`src/common/rv32i_pkg.sv`:
```
package rv32i_pkg;

    localparam int QUEUE_DEPTH = 8;
    localparam int QIDX_W      = $clog2(QUEUE_DEPTH);
    localparam int PREG_W      = 6;
    localparam int ROB_W       = 6;
    localparam int MEM_WORDS   = 256;
    localparam int MEM_IDX_W   = $clog2(MEM_WORDS);
    localparam int FETCH_DEPTH = 4;
    localparam int FETCH_PTR_W = $clog2(FETCH_DEPTH);

    typedef enum logic [2:0] {
        MEM_LB, MEM_LH, MEM_LW, MEM_LBU, MEM_LHU, MEM_SB, MEM_SH, MEM_SW
    } mem_op_e;

    typedef enum logic [1:0] {ARB_IDLE, ARB_Q, ARB_F} arb_state_e;

    function automatic logic is_store(mem_op_e op);
        return op inside {MEM_SB, MEM_SH, MEM_SW};
    endfunction

    // lane enables for the wishbone sel lines
    function automatic logic [3:0] byte_sel(mem_op_e op, logic [1:0] a);
        case (op)
            MEM_SB, MEM_LB, MEM_LBU: return 4'b0001 << a;
            MEM_SH, MEM_LH, MEM_LHU: return a[1] ? 4'b1100 : 4'b0011;
            default:                 return 4'b1111;
        endcase
    endfunction

    function automatic logic [31:0] load_extend(mem_op_e op, logic [1:0] a, logic [31:0] w);
        logic [31:0] sh;
        sh = w >> {a, 3'b000}; // selected byte or half lands in the low bits
        case (op)
            MEM_LB:  return {{24{sh[7]}}, sh[7:0]};
            MEM_LBU: return {24'b0, sh[7:0]};
            MEM_LH:  return {{16{sh[15]}}, sh[15:0]};
            MEM_LHU: return {16'b0, sh[15:0]};
            default: return w;
        endcase
    endfunction

endpackage : rv32i_pkg
```
`src/hw/fetch_unit.sv`:
```
module fetch_unit (
    input  logic        clk,
    input  logic        rst,
    input  logic        fetch_start,
    input  logic [31:0] start_pc,

    // instruction stream
    output logic        instr_valid,
    output logic [31:0] instr,
    output logic [31:0] instr_pc,
    input  logic        instr_ready,

    // wishbone master
    output logic        f_cyc,
    output logic        f_stb,
    output logic [31:0] f_adr,
    input  logic [31:0] f_dat_r,
    input  logic        f_ack
);
    import rv32i_pkg::*;

    logic [FETCH_PTR_W:0] wr_ptr;
    logic [FETCH_PTR_W:0] rd_ptr;
    logic [31:0]          buf_data [FETCH_DEPTH];
    logic [31:0]          buf_pc   [FETCH_DEPTH];
    logic                 buf_full;
    logic                 active;   // set by the first fetch_start
    logic                 discard;  // outstanding reply belongs to a flushed stream
    logic [31:0]          pc;
    logic                 push;

    assign buf_full = (wr_ptr[FETCH_PTR_W-1:0] == rd_ptr[FETCH_PTR_W-1:0])
                   && (wr_ptr[FETCH_PTR_W] != rd_ptr[FETCH_PTR_W]);
    assign push        = f_cyc && f_ack && !discard && !fetch_start;
    assign f_stb       = f_cyc;
    assign instr_valid = wr_ptr != rd_ptr;
    assign instr       = buf_data[rd_ptr[FETCH_PTR_W-1:0]];
    assign instr_pc    = buf_pc[rd_ptr[FETCH_PTR_W-1:0]];

    always_ff @(posedge clk) begin
        if (rst) begin
            wr_ptr  <= '0;
            rd_ptr  <= '0;
            active  <= 1'b0;
            discard <= 1'b0;
            f_cyc   <= 1'b0;
        end else begin
            if (f_cyc && f_ack) begin
                f_cyc   <= 1'b0;
                discard <= 1'b0;
            end else if (!f_cyc && active && !buf_full && !fetch_start) begin
                f_cyc <= 1'b1;
            end
            if (push) begin
                wr_ptr <= wr_ptr + 1'b1;
            end
            if (instr_valid && instr_ready && !fetch_start) begin
                rd_ptr <= rd_ptr + 1'b1;
            end
            if (fetch_start) begin // flush, the bus cycle in flight still runs out
                active  <= 1'b1;
                wr_ptr  <= '0;
                rd_ptr  <= '0;
                discard <= f_cyc && !f_ack;
            end
        end
    end

    always_ff @(posedge clk) begin
        if (!f_cyc) begin
            f_adr <= pc; // latched per request
        end
        if (push) begin
            buf_data[wr_ptr[FETCH_PTR_W-1:0]] <= f_dat_r;
            buf_pc[wr_ptr[FETCH_PTR_W-1:0]]   <= f_adr;
            pc                                <= pc + 32'd4;
        end
        if (fetch_start) begin
            pc <= start_pc;
        end
    end

endmodule : fetch_unit

```
`config.mk`:
```
export PLATFORM = sky130hd
export DESIGN_NAME = fetch_unit
export DESIGN_NICKNAME = d
export VERILOG_FILES = /design/src/common/rv32i_pkg.sv /design/src/hw/fetch_unit.sv
export SDC_FILE = /design/constraint.sdc
export NUM_CORES = 1
export LEC_CHECK = 0
export BUFFER_PORTS_ARGS = -buffer_cell sky130_fd_sc_hd__buf_4
export CAP_MARGIN = 20
export CORE_MARGIN = 1.5
export CORE_UTILIZATION = 45
export CTS_CLUSTER_DIAMETER = 50
export DETAILED_ROUTE_END_ITERATION = 10
export PLACE_DENSITY = 0.75
export SYNTH_ARGS = -nofsm -noshare
export SYNTH_HDL_FRONTEND = slang
export SYNTH_SLANG_ARGS = --single-unit
```
`constraint.sdc`:
```
create_clock -name clk -period 8.1 [get_ports clk]
set_input_delay 1.62 -clock clk [delete_from_list [all_inputs] [get_ports clk]]
set_output_delay 1.62 -clock clk [all_outputs]
set_load 0.03 [all_outputs]
```
==> impl_metrics.py <==
metrics = {
    "run_status": {
        "status": "complete, no violations",
    },
    "setup_path": {
        "critPathTopFamily": "buffers and inverters",
        "path_class": "flip-flop to primary output",
        "critPathRequiredTime_ns": 6.48,
        "cp.arrival_ns": 2.78,
        "cp_num_buf_inv": 2,
        "worstReg2RegStart": "f_cyc$_SDFFE_PP0P_",
        "critPathMaxStageDelay_ns": 0.81,
        "cp-start-kind": "flip-flop",
        "slowest_stage": "buf_4",
        "cp_cell_sequence": "buf_4 > mux4_2 > buf_4",
        "endpoint_kind": "primary output",
        "critPathMaxFanout": 48,
        "crit_top_cell": "buf_4",
    },
    "detailed_routing": {
        "drtAntennaViolNets": 0,
        "wirelength_um": 23720,
        "avgRoutedWirePerCell_um": 19.95,
        "vias": 6169,
        "drt_pass1_iterations": 4,
        "drc": 0,
        "drtIter0Drc": 551,
        "via_per_inst": 5.188,
    },
    "cells_and_area": {
        "final_cells": 1189,
        "multi_input_area_mm2": 0.002570,
        "diodes": 0,
        "fill_cells": 2087,
        "syn2layout_area_growth_pct": 22.95,
        "drive_above_1_share": 0.3721,
        "regArea_mm2": 0.009837,
        "finalNetCount": 864,
    },
    "synth": {
        "asyncSetResetFlopFracSynth": 0,
        "syn_area_mm2": 0.01253,
        "synth_most_common_cell": "edfxtp_1",
        "synth_edf_count": 320,
        "syn-instance-count": 607,
        "syn_avg_cell_area_um2": 20.65,
        "synth_common_cells": "edfxtp_1 (320), mux4_2 (64), nand2_1 (36), o21ai_0 (28), xor2_1 (20)",
        "ys_ff_latch": 331,
        "syn_nets": 682,
        "ys_types": 34,
        "yosys_warnings": 0,
        "yosys.area.top_type": "edfxtp_1",
        "ys.flop_type": "edfxtp_1",
        "synth_top_area_frac": 0.7668,
        "synth.area.top_cells": "edfxtp_1 (77%), mux4_2 (12%), dfxtp_1 (1.8%)",
        "seq_area_frac_synth": 0.7843,
    },
    "pwr": {
        "p_per_area_mw_per_mm2": 246.9,
        "irDropWorstVdd_mv": 0.1227,
        "power_leakage_nw": 5.206,
    },
    "timing": {
        "fin_skew_ns": 0.01209,
        "holdWs_ns": 0.4188,
        "fin_crit_ns": 4.399,
        "rsz0062_at_grt": "false",
        "relSlewSlack": 0.2885,
        "tightest_slew_ns": 1.067,
        "hold_violations": 0,
        "period_share": 0.5430,
        "setup_viol": 0,
        "drv_slew": 0,
        "timing.fmax_mhz": 227.3,
        "fin_tns_setup_ns": 0,
        "worst_slack_ns": 3.701,
    },
    "die": {
        "rows": 60,
        "start_util": 0.4611,
        "core_mm2": 0.02718,
        "die_w_um": 169.9,
        "io_pins": 168,
        "die_h_um": 169.9,
        "dieArea_mm2": 0.02886,
    },
    "grt": {
        "grt_max_degree": 66,
        "antenna_found_initial": 0,
        "grt_use_total": 0.1663,
        "grt_pass1_vias": 6459,
        "grt_pass1_wl_um": 36220,
        "grt-ovfl-total": 0,
    },
    "clocking": {
        "cts_tree": "yes",
        "htree_num_levels": 2,
        "postCtsHoldBufs": 0,
        "clock_sinks": 331,
        "post_cts_buffers": 0,
        "cts.clk_slew.worst_paths_ns": 0.06,
        "clk-insertion-delay-late_ns": 0.51,
        "cts_made_buffers": 37,
        "clockBufferDepth": 3,
        "cts-root-buf": "clkbuf_16",
        "cts_resized": 0,
    },
    "place": {
        "globalplace.congestion": 0.7870,
        "dp.cells": 1122,
        "place_hpwl_um": 14150,
        "io_buffers": 167,
        "place_ws_ns": 4.122,
    },
    "job": {
        "drv_cap": 0,
    },
    "worst_hold_path": {
        "min_from": "pc[1]$_DFFE_PP_",
        "min_path_type": "flip-flop to flip-flop",
    },
}
==> cell type report <==
type | instances | area share
Timing Repair Buffer | 170 | 0.08283
Multi-Input combinational cell | 243 | 0.1668
Clock buffer | 44 | 0.06456
Tap cell | 372 | 0.03021
Sequential cell | 331 | 0.6384
Clock inverter | 23 | 0.01575
Inverter | 6 | 0.001462
==> path summary, 6_finish.rpt <==
kind,end,slack [ns],cells after the start
setup reg to reg,buf_data[3][15]$_DFFE_PP_,5.84,3
hold / removal,f_adr[1]$_DFFE_PN_,0.42,0
setup / recovery,instr_pc[11],3.70,3
hold reg to reg,f_adr[1]$_DFFE_PN_,0.42,0
==> layout by cell type, fill, tap and decap left out, types with 9 or more instances in the layout <==
master     Yosys  routed
dfxtp_1       11       9
nand2_1       36      36
buf_4          1     170
nand4_1       11      11
clkbuf_16      0      39
mux4_2        64      64
nand3_1       16      16
xnor2_1       14      14
o21ai_0       28      28
nor2_1        13      13
edfxtp_1     320     320
xor2_1        20      20
==> metrics by stage <==
stage / util / cell area (um^2) / power, W
after floorplan: - / 12530 / 0.002076
after global placement: 0.5215 / 14170 / 0.002166
after detailed placement: 0.5215 / 14170 / 0.002171
after CTS: 0.5670 / 15410 / 0.003842
after global routing: 0.5670 / 15410 / 0.003924
final: 0.5670 / 15410 / 0.003804
==> power by group <==
part	total [W]	internal (W)	switching [W]
Sequential	0.00197	0.00193	0.0000426
Combinational	0.000160	0.0000653	0.0000945
Clock	0.00167	0.00102	0.000656
Total	0.00380	0.00301	0.000793
==> registers in the layout (all words and copies together) (netlist names), named ones only <==
signal	flops
active	1
buf_data	128
buf_pc	128
discard	1
f_adr	32
f_cyc	1
pc	32
rd_ptr	3
wr_ptr	3
==> cell families (layout without fill, tap and decap cells) <==
kind of cell | Yosys count | count (layout) | share of synthesized area
buffers and inverters | 33 | 243 | 0.01138
AO/OA/AOI/OAI | 33 | 33 | 0.01368
XOR/XNOR | 34 | 34 | 0.02376
adder cells (fa/ha/maj) | 6 | 6 | 0.005990
flip-flops | 331 | 331 | 0.7843
AND/OR/NAND/NOR | 102 | 102 | 0.04233
multiplexers | 68 | 68 | 0.1185
==> routing by layer <==
layer / vias to the layer above / routed length [um] / track usage
li1: 2815 / - / -
met1: 3112 / 10400 / 0.2290
met2: 201 / 11350 / 0.2682
met3: 41 / 1444 / 0.03791
met4: 0 / 524 / 0.04656
met5: - / 0 / 0
Note: power is estimated with default switching activity, not from simulation.
