===== config.mk =====
export PLATFORM = sky130hd
export DESIGN_NAME = wb_arbiter
export DESIGN_NICKNAME = d
export VERILOG_FILES = /design/src/common/rv32i_pkg.sv /design/src/hw/wb_arbiter.sv
export SDC_FILE = /design/constraint.sdc
export NUM_CORES = 1
export LEC_CHECK = 0
export ABC_AREA = 1
export BUFFER_PORTS_ARGS = -buffer_cell sky130_fd_sc_hd__buf_2
export CORE_AREA = 2 2 109 111
export CTS_BUF_LIST = sky130_fd_sc_hd__clkbuf_2
export CTS_CLUSTER_DIAMETER = 150
export DETAILED_ROUTE_END_ITERATION = 10
export DIE_AREA = 0 0 111 113
export GPL_TIMING_DRIVEN = 0
export PLACE_DENSITY = 0.52
export RECOVER_POWER = 25
export SYNTH_ARGS = -nofsm -noshare
export SYNTH_HDL_FRONTEND = slang
export SYNTH_SLANG_ARGS = --single-unit

===== constraint.sdc =====
create_clock -name clk -period 1.4 [get_ports clk]
set_input_delay 0.28 -clock clk [delete_from_list [all_inputs] [get_ports clk]]
set_output_delay 0.28 -clock clk [all_outputs]
set_load 0.1 [all_outputs]

===== src/common/rv32i_pkg.sv =====
package rv32i_pkg;

    localparam int QUEUE_DEPTH = 8;
    localparam int QIDX_W      = $clog2(QUEUE_DEPTH);
    localparam int PREG_W      = 6;
    localparam int ROB_W       = 6;
    localparam int MEM_WORDS   = 256;
    localparam int MEM_IDX_W   = $clog2(MEM_WORDS);
    localparam int FETCH_DEPTH = 4;
    localparam int FETCH_PTR_W = $clog2(FETCH_DEPTH);

    typedef enum logic [2:0] {
        MEM_LB, MEM_LH, MEM_LW, MEM_LBU, MEM_LHU, MEM_SB, MEM_SH, MEM_SW
    } mem_op_e;

    typedef enum logic [1:0] {ARB_IDLE, ARB_Q, ARB_F} arb_state_e;

    function automatic logic is_store(mem_op_e op);
        return op inside {MEM_SB, MEM_SH, MEM_SW};
    endfunction

    // lane enables for the wishbone sel lines
    function automatic logic [3:0] byte_sel(mem_op_e op, logic [1:0] a);
        case (op)
            MEM_SB, MEM_LB, MEM_LBU: return 4'b0001 << a;
            MEM_SH, MEM_LH, MEM_LHU: return a[1] ? 4'b1100 : 4'b0011;
            default:                 return 4'b1111;
        endcase
    endfunction

    function automatic logic [31:0] load_extend(mem_op_e op, logic [1:0] a, logic [31:0] w);
        logic [31:0] sh;
        sh = w >> {a, 3'b000}; // selected byte or half lands in the low bits
        case (op)
            MEM_LB:  return {{24{sh[7]}}, sh[7:0]};
            MEM_LBU: return {24'b0, sh[7:0]};
            MEM_LH:  return {{16{sh[15]}}, sh[15:0]};
            MEM_LHU: return {16'b0, sh[15:0]};
            default: return w;
        endcase
    endfunction

endpackage : rv32i_pkg

===== src/hw/wb_arbiter.sv =====
module wb_arbiter (
    input  logic        clk,
    input  logic        rst,

    // memory queue master
    input  logic        q_cyc,
    input  logic        q_stb,
    input  logic        q_we,
    input  logic [31:0] q_adr,
    input  logic [31:0] q_dat_w,
    input  logic [3:0]  q_sel,
    output logic        q_ack,
    output logic [31:0] q_dat_r,

    // fetch master, read only
    input  logic        f_cyc,
    input  logic        f_stb,
    input  logic [31:0] f_adr,
    output logic        f_ack,
    output logic [31:0] f_dat_r,

    // memory slave
    output logic        m_stb,
    output logic        m_we,
    output logic [31:0] m_adr,
    output logic [31:0] m_dat_w,
    output logic [3:0]  m_sel,
    input  logic        m_ack,
    input  logic [31:0] m_dat_r
);
    import rv32i_pkg::*;

    arb_state_e state;
    logic       prio_f; // fetch wins a tie when set

    always_ff @(posedge clk) begin
        if (rst) begin
            state  <= ARB_IDLE;
            prio_f <= 1'b0;
        end else begin
            case (state)
                ARB_IDLE: begin
                    if (q_cyc && (!f_cyc || !prio_f)) state <= ARB_Q;
                    else if (f_cyc)                   state <= ARB_F;
                end
                ARB_Q: begin
                    if (!q_cyc) begin
                        state  <= ARB_IDLE;
                        prio_f <= 1'b1;
                    end
                end
                ARB_F: begin
                    if (!f_cyc) begin
                        state  <= ARB_IDLE;
                        prio_f <= 1'b0;
                    end
                end
                default: state <= ARB_IDLE;
            endcase
        end
    end

    assign m_stb   = (state == ARB_Q) ? q_stb : (state == ARB_F) && f_stb;
    assign m_we    = (state == ARB_Q) && q_we; // fetch never writes
    assign m_adr   = (state == ARB_F) ? f_adr : q_adr;
    assign m_dat_w = (state == ARB_Q) ? q_dat_w : '0;
    assign m_sel   = (state == ARB_Q) ? q_sel : 4'hf;

    assign q_ack   = (state == ARB_Q) && m_ack;
    assign f_ack   = (state == ARB_F) && m_ack;
    assign q_dat_r = (state == ARB_Q) ? m_dat_r : '0;
    assign f_dat_r = (state == ARB_F) ? m_dat_r : '0;

    // an ack belongs to the master that held the grant for the whole bus cycle
    assert property (@(posedge clk) disable iff (rst)
        m_ack |-> state != ARB_IDLE && $stable(state) && (q_ack ? q_cyc : f_cyc));

endmodule : wb_arbiter


==> impl_metrics.yaml <==
timing:
  maxClockFrequency_ghz: 0.6065
  finalClockSkew_ns: 0.001963
  post_route_setup_slack_ns: -0.2489
  worst-slew-pin-transition_ns: 0.2465
  finalSetupViolations: 136
  fin_worst_hold_slack_ns: 0.2597
  grt_setup_unrepaired: "yes"
  slew-limit-headroom_pct: 83.55
  fin_crit_ns: 1.649
  final_hold_viol_count: 0
  timing.final.max_slew_violations: 0
  setup_tns_ns: -24.22
  layout_worst_path_cycle_share_pct: 117.8
yosys:
  avgSynthCellArea_um2: 4.085
  synth_commonest_cells: "sky130_fd_sc_hd__nor2_1, sky130_fd_sc_hd__nand2_1, sky130_fd_sc_hd__inv_1, sky130_fd_sc_hd__buf_2"
  postSynthCellCount: 313
  mappedNetlistNets: 453
  number_of_flops_mapped_to_enable_cells_by_yosys: 0
  post_synth_main_area_contributors: "sky130_fd_sc_hd__nor2_1, sky130_fd_sc_hd__nand2_1, sky130_fd_sc_hd__inv_1"
  yosysUniqueCellTypes: 12
  share_of_the_synthesized_area_in_the_top_cell_type_pct: 31.12
  ys_ff_latch: 3
  synth_async_sr_flop_share_pct: 0
  synth_top_area_cell: "sky130_fd_sc_hd__nor2_1"
  syn_area_um2: 1279
  yosys.cell_count.top_type: "sky130_fd_sc_hd__nor2_1"
  ys_warn_count: 0
  synthFlopType: "sky130_fd_sc_hd__dfxtp_1"
  synth-seq-area-share_pct: 4.697
global_routing:
  global_route.overflow_total: 0
  pin_count_of_the_biggest_net_entering_global_routing: 11
  number_of_global_route_vias_before_repair: 3202
  grt_antenna_before_repair: 0
  grt.total_usage_pct: 15.18
  grt_pass1_wl_mm: 15.66
cts:
  root_buffer: "sky130_fd_sc_hd__clkbuf_2"
  inserted_clock_buffers: 3
  clock_latency_ns: 0.20
  ctsLongestPathBuffers: 2
  clk_transition_reported_paths_ns: 0.04
  tritoncts_clock_tree: "yes"
  numClockSinks: 3
  htree_levels: 1
  holdBufCountCts: 0
power_and_ir_drop:
  totalPowerFinal_mw: 5.409
  cellLeakagePower_nw: 3.040
  cellPowerDensity_nw_per_um2: 841.5
  vdd_ir_drop_max_mv: 0.6235
die:
  floorplan.initialDensity_pct: 11.34
  core_area_um2: 11270
  die_area_um2: 12540
  io_pins: 276
  site_rows: 39
  die_height_um: 113
  die_width_um: 111
setup_path:
  regToRegStartpoint: "state[0]"
  r2r-end: "prio_f"
  criticalPathCategory: "reg2out"
  timing.critical_path.to: "f_dat_r[6]"
  crit_path_start: "state[0]"
  critical_path_required_ns: 1.12
  timing.critical_path.fanout_max: 10
  worst_setup_path_start_kind: "flop"
  rr_worst_depth: 8
  critPathArrivalTime_ns: 1.37
  timing.reg2reg.setup_slack_ns: 0.20
  worst_setup_path_end_kind: "output pin"
place:
  io_buffers: 275
  dpl-instance-area_um2: 3897
  gp_congestion: 0.8165
  half_perimeter_wire_length_after_detailed_placement_mm: 6.953
  numPlacedInstances: 731
  detailedPlace.worstSlack_ns: -0.4548
detailed_routing:
  routed_wire_length_per_instance_um: 14.21
  detailroute.via_count: 2997
  drt_drc_violations_left: 0
  total_wirelength_mm: 10.60
  antenna_violating_nets_post_route: 0
  detail_route.iter0.violations: 52
  vias_per_cell: 4.017
  firstDrtPassIters: 4
layout:
  finalCoreUtilization_pct: 57.02
  post_route_cells_drive_above_1_share_pct: 77.78
  finalNonFillerCells: 746
  flow.area_growth_from_synthesis_pct: 402.6
  postLayoutCellArea_um2: 6427
  diodes: 0
  finish.net_count: 744
outcome:
  failed_checks: "setup timing"
  result_of_the_run: "finished with violations"
job:
  maxcap_violations: 0
hold_path:
  kind_of_path_behind_the_tightest_hold_check: "in2reg"
==> report_power, final <==
part | internal (mW) | switching, mW | leakage (nW) | total, mW
logic | 1.83 | 3.34 | 3.00 | 5.18
clock network | 0.0754 | 0.0441 | 0.0166 | 0.120
registers | 0.0965 | 0.0173 | 0.0260 | 0.114
==> critical path: stages, from the launching register on <==
cell and delay [ns]:
sky130_fd_sc_hd__dfxtp_4 0.37, sky130_fd_sc_hd__inv_4 0.08, sky130_fd_sc_hd__nand2_8 0.08, sky130_fd_sc_hd__buf_12 0.16
sky130_fd_sc_hd__buf_12 0.16, sky130_fd_sc_hd__nor2_4 0.12, sky130_fd_sc_hd__buf_12 0.18
==> flip-flops by register name, indices dropped and copies added, names as in the netlist <==
signal,flops
prio_f,1
state,2
==> cells by family (layout without fill, tap and decap cells) <==
family / count (synthesis) / after routing / share of synthesized area [%]
AOI/OAI and AO/OA: 2 / 2 / 0.9783
buffers and inverters: 88 / 377 / 28.28
and+or+nand+nor: 220 / 221 / 66.05
DFF: 3 / 3 / 4.697
==> timing repair <==
action	CTS	global route
setup endpoints to repair	136	136
resized for setup	532	84
gates cloned	2	5
setup buffers	0	4
pin swaps	3	12
==> routing by layer <==
metal  share of wire, %  global-route usage, %  vias to the layer above
met1                 32                  14.47                     1376
met5                  0                      0                        -
met4               0.41                  2.083                        0
li1                   -                      -                     1443
met2                 59                  33.01                      174
met3                8.1                  3.482                        4
==> cells in the final DEF (no fill, tap or decap) <==
master                        n
sky130_fd_sc_hd__buf_2      139
sky130_fd_sc_hd__buf_12     143
sky130_fd_sc_hd__nor2_1       7
sky130_fd_sc_hd__nand2_1     53
sky130_fd_sc_hd__a21oi_1      1
sky130_fd_sc_hd__nand2_2     13
sky130_fd_sc_hd__clkinv_4     1
sky130_fd_sc_hd__nand3_1      3
sky130_fd_sc_hd__dfxtp_4      2
sky130_fd_sc_hd__buf_4        5
sky130_fd_sc_hd__nor2_4      98
sky130_fd_sc_hd__inv_4        1
sky130_fd_sc_hd__inv_8        1
sky130_fd_sc_hd__clkbuf_2     4
sky130_fd_sc_hd__clkbuf_16    5
sky130_fd_sc_hd__buf_8        8
sky130_fd_sc_hd__or2_4        4
sky130_fd_sc_hd__buf_16       1
sky130_fd_sc_hd__bufbuf_16    1
sky130_fd_sc_hd__nand2_8      3
sky130_fd_sc_hd__o21bai_1     1
sky130_fd_sc_hd__nand2_4     39
sky130_fd_sc_hd__dfxtp_1      1
sky130_fd_sc_hd__inv_1       68
sky130_fd_sc_hd__nor2_2       1
==> area by class of cell <==
cell class / instances / area, um2
Clock buffer: 4 / 20.02
Inverter: 71 / 281.5
Sequential cell: 3 / 67.56
Timing Repair Buffer: 285 / 3598
Multi-Input combinational cell: 223 / 1978
Buffer: 17 / 302.8
Tap cell: 143 / 178.9
Fill cell: 896 / 4845
==> how the worst min path moves through the flow <==
stage,from,end,cells after the start
6_report,rst,state[0],2
3_3_place_gp,rst,state[0],2
3_5_place_dp,rst,state[0],2
4_1_cts,rst,state[0],2
2_1_floorplan,rst,state[0],1
5_1_grt,rst,state[0],2
Note: power is estimated with default switching activity, not from simulation.
