--- src/common/rv32i_pkg.sv ---
package rv32i_pkg;

    localparam int QUEUE_DEPTH = 8;
    localparam int QIDX_W      = $clog2(QUEUE_DEPTH);
    localparam int PREG_W      = 6;
    localparam int ROB_W       = 6;
    localparam int MEM_WORDS   = 256;
    localparam int MEM_IDX_W   = $clog2(MEM_WORDS);
    localparam int FETCH_DEPTH = 4;
    localparam int FETCH_PTR_W = $clog2(FETCH_DEPTH);

    typedef enum logic [2:0] {
        MEM_LB, MEM_LH, MEM_LW, MEM_LBU, MEM_LHU, MEM_SB, MEM_SH, MEM_SW
    } mem_op_e;

    typedef enum logic [1:0] {ARB_IDLE, ARB_Q, ARB_F} arb_state_e;

    function automatic logic is_store(mem_op_e op);
        return op inside {MEM_SB, MEM_SH, MEM_SW};
    endfunction

    // lane enables for the wishbone sel lines
    function automatic logic [3:0] byte_sel(mem_op_e op, logic [1:0] a);
        case (op)
            MEM_SB, MEM_LB, MEM_LBU: return 4'b0001 << a;
            MEM_SH, MEM_LH, MEM_LHU: return a[1] ? 4'b1100 : 4'b0011;
            default:                 return 4'b1111;
        endcase
    endfunction

    function automatic logic [31:0] load_extend(mem_op_e op, logic [1:0] a, logic [31:0] w);
        logic [31:0] sh;
        sh = w >> {a, 3'b000}; // selected byte or half lands in the low bits
        case (op)
            MEM_LB:  return {{24{sh[7]}}, sh[7:0]};
            MEM_LBU: return {24'b0, sh[7:0]};
            MEM_LH:  return {{16{sh[15]}}, sh[15:0]};
            MEM_LHU: return {16'b0, sh[15:0]};
            default: return w;
        endcase
    endfunction

endpackage : rv32i_pkg
--- src/hw/agu.sv ---
module agu (
    input  logic                         clk,
    input  logic                         rst,

    // operands from dispatch
    input  logic                         agu_valid,
    input  logic [31:0]                  base,
    input  logic [31:0]                  offset,
    input  logic [31:0]                  store_data,
    input  logic [rv32i_pkg::QIDX_W-1:0] agu_idx,

    // result towards the memory queue
    output logic                         addr_valid,
    output logic [31:0]                  addr,
    output logic [31:0]                  wdata,
    output logic [rv32i_pkg::QIDX_W-1:0] mem_idx
);
    logic [31:0] sum;

    assign sum = base + offset; // no alignment check, accesses assumed aligned

    always_ff @(posedge clk) begin
        if (rst) begin
            addr_valid <= 1'b0;
        end else begin
            addr_valid <= agu_valid;
        end
    end

    // payload follows the valid bit, no reset
    always_ff @(posedge clk) begin
        if (agu_valid) begin
            addr    <= sum;
            wdata   <= store_data;
            mem_idx <= agu_idx; // tags the slot to fill
        end
    end

endmodule : agu

--- config.mk ---
export PLATFORM = sky130hd
export DESIGN_NAME = agu
export DESIGN_NICKNAME = d
export VERILOG_FILES = /design/src/common/rv32i_pkg.sv /design/src/hw/agu.sv
export SDC_FILE = /design/constraint.sdc
export NUM_CORES = 1
export LEC_CHECK = 0
export ABC_AREA = 1
export BUFFER_PORTS_ARGS = -buffer_cell sky130_fd_sc_hd__buf_2
export CORE_AREA = 10 10 92 115
export DETAILED_ROUTE_END_ITERATION = 7
export DIE_AREA = 0 0 102 125
export PLACE_DENSITY = 0.9
export SYNTH_ARGS = -nofsm -noshare
export SYNTH_HDL_FRONTEND = slang
export SYNTH_SLANG_ARGS = --single-unit
--- constraint.sdc ---
create_clock -name clk -period 4.9 [get_ports clk]
set_input_delay 0.735 -clock clk [delete_from_list [all_inputs] [get_ports clk]]
set_output_delay 0.735 -clock clk [all_outputs]
set_load 0.03 [all_outputs]
==> run metrics, run 1 <==
Clock transition at path regs=~0.080 ns; antenna diode count=0; IO Pins=170; I/O Buffers=169; Most used DFF post-synth=edfxtp_1; syn avg cell area=just under 8 sq um; Hold Vio Cnt, Final=0; DR WL met2=~6600 um; overall power=0.00175 W; Hold Crit Start=rst; most frequent cells in the layout=nand2_1, buf_2, inv_1, edfxtp_1, nor2_1; Syn Std Cell Area=around 4400 sq um; Final TNS setup=0 ns; Nets=slightly below 900; Worst Path Required=about 5 ns; Final Slew Violations=0; share of layout cells above drive strength 1=around 28%; Worst Tran Pin Value=0.713 ns; post-route minimum period=between 2 and 2.5 ns; worst path arrival time=between 2 and 2.5 ns; number of remaining DRC errors=0; type of the worst setup path=input port to flop; WL met3=a little over 1000 um; Comb pwr share=between 30% and 40%; Post-CTS Setup Repair Bufs=0; Reg power frac=a little over two fifths; crit path launch type=input port; H-tree depth=3; Synth area leaders=edfxtp_1, nand2_1, inv_1, ha_1, nor2_1; sequential area share after synthesis=a little under half; placed instance count=between 800 and 900; Tcrit/Tclk final=45.2%; row count=38; Initial Utilization=a little over half; Hold Crit Depth=2; vias per inst=4.85; DP HPWL=about 11,000 um; flops & latches, synth=between 60 and 70; Hold Crit Class=input port to flop; Syn Nets=between 600 and 700; Die W=102 um; status=finished, final reports clean; switching share of power=about 35%; maximum vdd drop=between 0.00015 and 0.0002 V; Pleak=approximately 3.2 nW; DR WL/cell=~15 um; # hold bufs at CTS=0; total congestion overflow=0; root buffer cell=clkbuf_8; final WL=between 10,000 and 15,000 um; fin cells=850; commonest non-fill, non-tap cell in the layout=nand2_1; DR vias=approximately 4,100; Die Span Y=125 um; first-pass GRT wire length=about 21,000 um; Yosys top cell by area=edfxtp_1; Synth Warn #=0; f_max=0.451 GHz; Post-synth EDFFs=67; TritonCTS clock tree=done; CP Max Fanout=4; Metal-1 WL=4870 um; P per Cell Area=312 nW/um^2; P&R area growth vs syn=26.6%; Distinct cells, synth=22; Core Region=8460 sq um; vias in the first global route=4,398; Setup-failing EPs final=0; GP Congestion=approximately 0.99; Top Layer Used=met4; Clk pwr share=a little over a quarter; CTS sink cnt=just under 70; total CTS buffers=9; Max clock buf depth=2; initial detailed-routing violation count=between 150 and 200; Sw Pwr=~0.00062 W; cell count after synthesis=about 560; Tot GR Track Use=about a fifth; drt first pass iters=4; total die area=12,800 sq um; Final ANT Viol Nets=0; relative max-transition margin=52.4%; number of max-cap violations=0; largest net degree at the start of global routing=between 40 and 50; RSZ-0062 raised after global routing=false; Worst Hold End=addr_valid; Post-synth ARST share=0%; share of the synthesized area in the top cell type=between 40% and 50%; initial antenna violation count=0; Resized Gates After CTS=0; Cell Int Power=0.00113 W; CP endpoint kind=flop
-- layout make-up --
| type | instances | area, sq um |
|---|---|---|
| Fill cell | 750 | 2860 |
| Sequential cell | 68 | 2030 |
| Multi-Input combinational cell | 383 | 1970 |
| Timing Repair Buffer | 170 | 853 |
| Inverter | 113 | 424 |
| Tap cell | 100 | 125 |
| Clock buffer | 9 | 124 |
| Clock inverter | 7 | 75.1 |
-- power by group through the flow --
stage / Combinational [W] / Sequential [W] / Clock (W)
3_3_place_gp: 0.000536 / 0.000748 / 0
5_1_grt: 0.000600 / 0.000744 / 0.000498
6_report: 0.000545 / 0.000737 / 0.000467
3_5_place_dp: 0.000547 / 0.000750 / 0
2_1_floorplan: 0.000223 / 0.000887 / 0
4_1_cts: 0.000549 / 0.000738 / 0.000477
-- state kept, by name, summed over array words and instances, names as in the netlist --
register and flops:
addr_valid 1, mem_idx 3, wdata 32, addr 32
-- worst max path at each step --
stage | slack [ns] | end | startpoint
6_report | 2.68 | addr[28] | offset[0]
5_1_grt | 2.57 | addr[28] | offset[0]
4_1_cts | 2.70 | addr[28] | offset[0]
3_5_place_dp | 2.32 | addr[28] | offset[0]
3_3_place_gp | 2.41 | addr[28] | offset[0]
2_1_floorplan | 2.62 | addr[28] | offset[0]
-- kinds of logic after synthesis --
family	after synthesis	share of synthesized area [%]
compound gates	23	2.86
xor+xnor	16	3.17
fa+ha+maj	32	9.22
buf+inv	113	9.59
flops	68	45.9
simple gates	312	29.2
-- synthesized netlist by cell type (all sizes together) (2+ instances only) --
cell type  number
ha             31
inv           113
a21oi          20
nand3          27
xor2           14
nor3            5
nand2         235
o21bai          2
nand4           3
nor2           41
xnor2           2
edfxtp         67
-- critical path, cell delays in order --
cell and delay [ns]:
buf_2 0.10, ha_1 0.23, fa_1 0.47, nand3_1 0.14, nand3_2 0.09, nand2_1 0.08, nand2_2 0.08, nand2_1 0.08
nand2_2 0.06, nand2_1 0.09, nand2_1 0.06, nand2_1 0.06, nand2_1 0.04
-- per-layer routing --
| layer | up-vias | GRT usage (%) |
|---|---|---|
| li1 | 2120 | - |
| met1 | 1814 | 20.6 |
| met2 | 158 | 37.3 |
| met3 | 27 | 6.28 |
| met4 | 0 | 7.90 |
| met5 | - | 0 |
-- through the flow --
step / utilization, % / cell area [sq um] / hold WS, ns / setup slack (ns)
finish: 66.2 / 5600 / 0.539 / 2.68
global route: 66.2 / 5600 / 0.534 / 2.57
floorplan: - / 4420 / 0.806 / 2.62
detailed placement: 63.8 / 5400 / 0.907 / 2.32
global placement: 63.8 / 5400 / 0.898 / 2.41
CTS: 66.2 / 5600 / 0.524 / 2.70
Power figures use the tool's default switching activity.
==> inputs of run 2 (changes only) <==
- CORE_AREA: 10 10 92 115 -> 10 10 96 119
- DIE_AREA: 0 0 102 125 -> 0 0 106 129
- PLACE_DENSITY: 0.9 -> 0.84
- clock period: 4.9 -> 2.2 ns (I/O delays scaled with it)
==> run 2 against run 1 <==
Compared with the run above: global-route usage down 1.8 points; sequential share of layout area decreased by 0.95 points; cell area is 2.7% higher; routed wire length up 1.4%; highest routed layer unchanged.
==> run metrics, run 2 (same netlist as run 1, synthesis figures left out) <==
drt first pass iters=5; Final Slew Violations=0; Initial Utilization=roughly 50%; initial detailed-routing violation count=203; share of layout cells above drive strength 1=28.4%; Area after DPL=between 5000 and 6000 sq um; Final WS setup=around 0.37 ns; Final ANT Viol Nets=0; Tcrit/Tclk final=83.2%; total die area=roughly 14,000 sq um; total congestion overflow=0; type of the worst setup path=input port to flop; Die W=around 110 um; H-tree depth=3; placed instance count=857; final WL=about 13,000 um; f_max=~0.55 GHz; DP HPWL=11,000 um; Nets=between 800 and 900; largest net degree at the start of global routing=69; Worst Tran Pin Value=roughly 0.36 ns; P per Cell Area=between 700 and 800 nW/um^2; vias in the first global route=4,209; number of remaining DRC errors=0; Pleak=3.22 nW; crit path launch type=input port; Worst Path Required=roughly 2.3 ns; row count=39; worst path arrival time=between 1.5 and 2 ns; number of max-cap violations=0; relative max-transition margin=roughly 76%; first-pass GRT wire length=20,500 um; Clock transition at path regs=0.06 ns; # hold bufs at CTS=0; DR WL/cell=14.9 um; total CTS buffers=9; Core Region=a little over 9000 sq um; Hold Vio Cnt, Final=0; Hold Crit Class=input port to flop; Setup-failing EPs final=0; status=finished, final reports clean; Max clock buf depth=2; RSZ-0062 raised after global routing=false; P&R area growth vs syn=30.0%; IO Pins=170; GP Congestion=about 0.94; initial antenna violation count=0; fin cells=~870; Die Span Y=129 um; TritonCTS clock tree=done; Final TNS setup=0 ns; DR vias=just over 4,000; CP Max Fanout=4; Top Registers=addr (32), wdata (32), mem_idx (3); Finished Cell Area=roughly 5800 sq um; Resized Gates After CTS=0; pre-CTS setup slack=approximately 0.063 ns; post-route minimum period=1.83 ns; most frequent cells in the layout=nand2_1, buf_2, inv_1, edfxtp_1, nor2_1; Tot GR Track Use=18.6%; vias per inst=around 4.8; root buffer cell=clkbuf_16; Post-CTS Setup Repair Bufs=0; CTS sink cnt=68; maximum vdd drop=about 0.00048 V; I/O Buffers=~170; commonest non-fill, non-tap cell in the layout=nand2_1; CP endpoint kind=flop; Hold Slack=around 0.16 ns; antenna diode count=0
run 2: changes by cell type in the layout (fill, tap and decap cells not counted), sizes merged:
cell / delta
clkinvlp: -2
inv: +2
run 2: layout make-up:
type | instances | area (sq um)
Sequential cell | 68 | 2030
Timing Repair Buffer | 170 | 866
Clock inverter | 7 | 83.8
Inverter | 113 | 424
Tap cell | 123 | 154
Fill cell | 818 | 3320
Multi-Input combinational cell | 383 | 1970
Clock buffer | 9 | 225
run 2: worst paths after layout:
path | start | endpoint | slack [ns] | depth (start not counted)
setup / recovery | offset[0] | addr[28] | 0.37 | 13
hold / removal | rst | addr_valid | 0.16 | 2
run 2: report_power, final:
group | internal [W] | switching [W]
Clock | 0.000897 | 0.000580
Combinational | 0.000383 | 0.000833
Sequential | 0.00161 | 0.0000336
Total | 0.00289 | 0.00145
run 2: per-layer routing:
layer	share of wire, %	wire [um]	global-route usage, %	up-vias
met1	38	4920	20.2	1843
met5	0	0	0	-
met4	2.6	342	7.10	0
met3	9.7	1270	6.59	26
met2	50	6490	32.6	171
li1	-	-	-	2110
run 2: stage by stage:
step	power, W	util (%)
floorplan	0.00247	-
global placement	0.00286	60.0
detailed placement	0.00289	60.0
CTS	0.00438	63.4
global route	0.00456	63.4
finish	0.00433	63.4
run 2: worst max-delay path: stages:
cell and delay, ns:
buf_2 0.10, ha_1 0.23, fa_1 0.45, nand3_1 0.14, nand3_2 0.09, nand2_1 0.08
nand2_2 0.08, nand2_1 0.08, nand2_2 0.07, nand2_1 0.10, nand2_1 0.06, nand2_1 0.06
nand2_1 0.04
==> inputs of run 3 (changes only) <==
- clock period: 2.2 -> 1.9 ns (I/O delays scaled with it)
==> run 3 against run 2 <==
Compared with the run above: sequential power up 16%; largest power group unchanged; critical path depth unchanged; via count rose by 3.0%; worst hold slack got worse by 0.058 ns; critical endpoint is now addr[20].
==> run metrics, run 3 (same netlist as run 1, synthesis figures left out) <==
row count=39; largest net degree at the start of global routing=69; TritonCTS clock tree=done; vias per inst=just under 5; Final Slew Violations=0; total congestion overflow=0; f_max=0.603 GHz; Worst Path Required=around 2 ns; relative max-transition margin=75.0%; most used cell along the critical path=nand2_1; Hold Slack=approximately 0.10 ns; Final ANT Viol Nets=0; Critical-path top delay cell=fa_1; Final WS setup=~0.24 ns; Post-CTS Setup Repair Bufs=0; crit path buf inv count=1; crit path launch type=input port; most frequent cells in the layout=nand2_1, buf_2, inv_1, edfxtp_1, nor2_1; placed instance count=870; post-route minimum period=~1.7 ns; Initial Utilization=about half; first-pass GRT wire length=about 21,000 um; RSZ-0062 raised after global routing=false; Max clock buf depth=2; P per Cell Area=between 800 and 900 nW/um^2; Hold Crit Start=rst; Die W=106 um; # hold bufs at CTS=0; H-tree depth=3; DR vias=approximately 4,300; CP Max Fanout=4; antenna diode count=0; Worst Hold End=addr_valid; status=finished, final reports clean; number of remaining DRC errors=0; IO Pins=170; commonest non-fill, non-tap cell in the layout=nand2_1; Pleak=3.28 nW; CTS sink cnt=between 60 and 70; vias in the first global route=4,325; Worst Tran Pin Value=around 0.37 ns; Setup-failing EPs final=0; Core Region=just over 9000 sq um; Clock transition at path regs=0.06 ns; DR WL/cell=about 15 um; total die area=13,700 sq um; Nets=~890; Layout fillers=811; I/O Buffers=169; Die Span Y=~130 um; sequential cell area=between 2000 and 2500 sq um; initial antenna violation count=0; Critical Path, Cell by Cell=buf_2 -> ha_1 -> fa_1 -> nand3_1 -> nand3_2 -> nand2_1 -> nand2_2 -> nand2_1 -> nand2_2 -> nand2_1 -> nand2_1 -> nand2_1 -> nand2_1; CP endpoint kind=flop; P&R area growth vs syn=32.2%; final WL=13,400 um; Resized Gates After CTS=0; share of layout cells above drive strength 1=about 30%; Hold Vio Cnt, Final=0; DP HPWL=11,200 um; number of max-cap violations=0; initial detailed-routing violation count=219; total CTS buffers=9; crit-path max cell delay=between 0.4 and 0.5 ns; type of the worst setup path=input port to flop; fin cells=a little under 900; Tcrit/Tclk final=between 80% and 90%; worst path arrival time=between 1.5 and 2 ns; pre-CTS setup slack=-0.0956 ns; drt first pass iters=5; GP Congestion=approximately 0.94; Top Registers=addr (32), wdata (32), mem_idx (3); Hold Crit Depth=2; Tot GR Track Use=a little under a fifth; maximum vdd drop=about 0.00047 V; delay-heaviest family, CP=simple AND/OR/NAND/NOR gates; Hold Crit Class=input port to flop; Core Util, Final=between 60% and 70%; root buffer cell=clkbuf_16; Multi-input gate area=about 2000 sq um
[run 3: cell types whose count changed in the layout (fill, tap and decap cells not counted), sizes merged]
cell and change:
buf +13
[run 3: worst max-delay path by stage]
| stage | to | startpoint | slack [ns] | cells after the start |
|---|---|---|---|---|
| 2_1_floorplan | addr[28] | offset[0] | 0.07 | 12 |
| 3_3_place_gp | addr[28] | offset[0] | -0.05 | 13 |
| 3_5_place_dp | addr[28] | offset[0] | -0.1 | 13 |
| 4_1_cts | addr[28] | offset[0] | 0.26 | 13 |
| 5_1_grt | addr[28] | offset[0] | 0.11 | 13 |
| 6_report | addr[20] | offset[0] | 0.24 | 13 |
[run 3: area by class of cell]
type,count,share of cell area [%]
sequential,68,34.7
multi-input combinational,383,33.6
timing repair buffer,183,16.5
inverter,113,7.25
clock buffer,9,3.85
tap,123,2.63
clock inverter,7,1.43
[run 3: through the flow]
stage / power, W / area [sq um] / setup TNS, ns
global route: 0.00531 / 5850 / 0
CTS: 0.00510 / 5850 / 0
global placement: 0.00335 / 5540 / -0.183
detailed placement: 0.00339 / 5540 / -0.376
floorplan: 0.00286 / 4420 / 0
finish: 0.00507 / 5850 / 0
[run 3: per-layer routing]
| metal | share of wire [%] | GRT usage, % | vias up |
|---|---|---|---|
| li1 | - | - | 2147 |
| met1 | 38 | 19.7 | 1910 |
| met2 | 50 | 34.9 | 193 |
| met3 | 9.3 | 6.64 | 26 |
| met4 | 2.5 | 7.42 | 0 |
| met5 | 0 | 0 | - |
[run 3: power breakdown]
group	leakage [nW]	switching [W]	internal, W
sequential	0.664	0.0000405	0.00186
combinational	2.47	0.000973	0.000476
clock	0.149	0.000681	0.00104
total	3.28	0.00169	0.00338
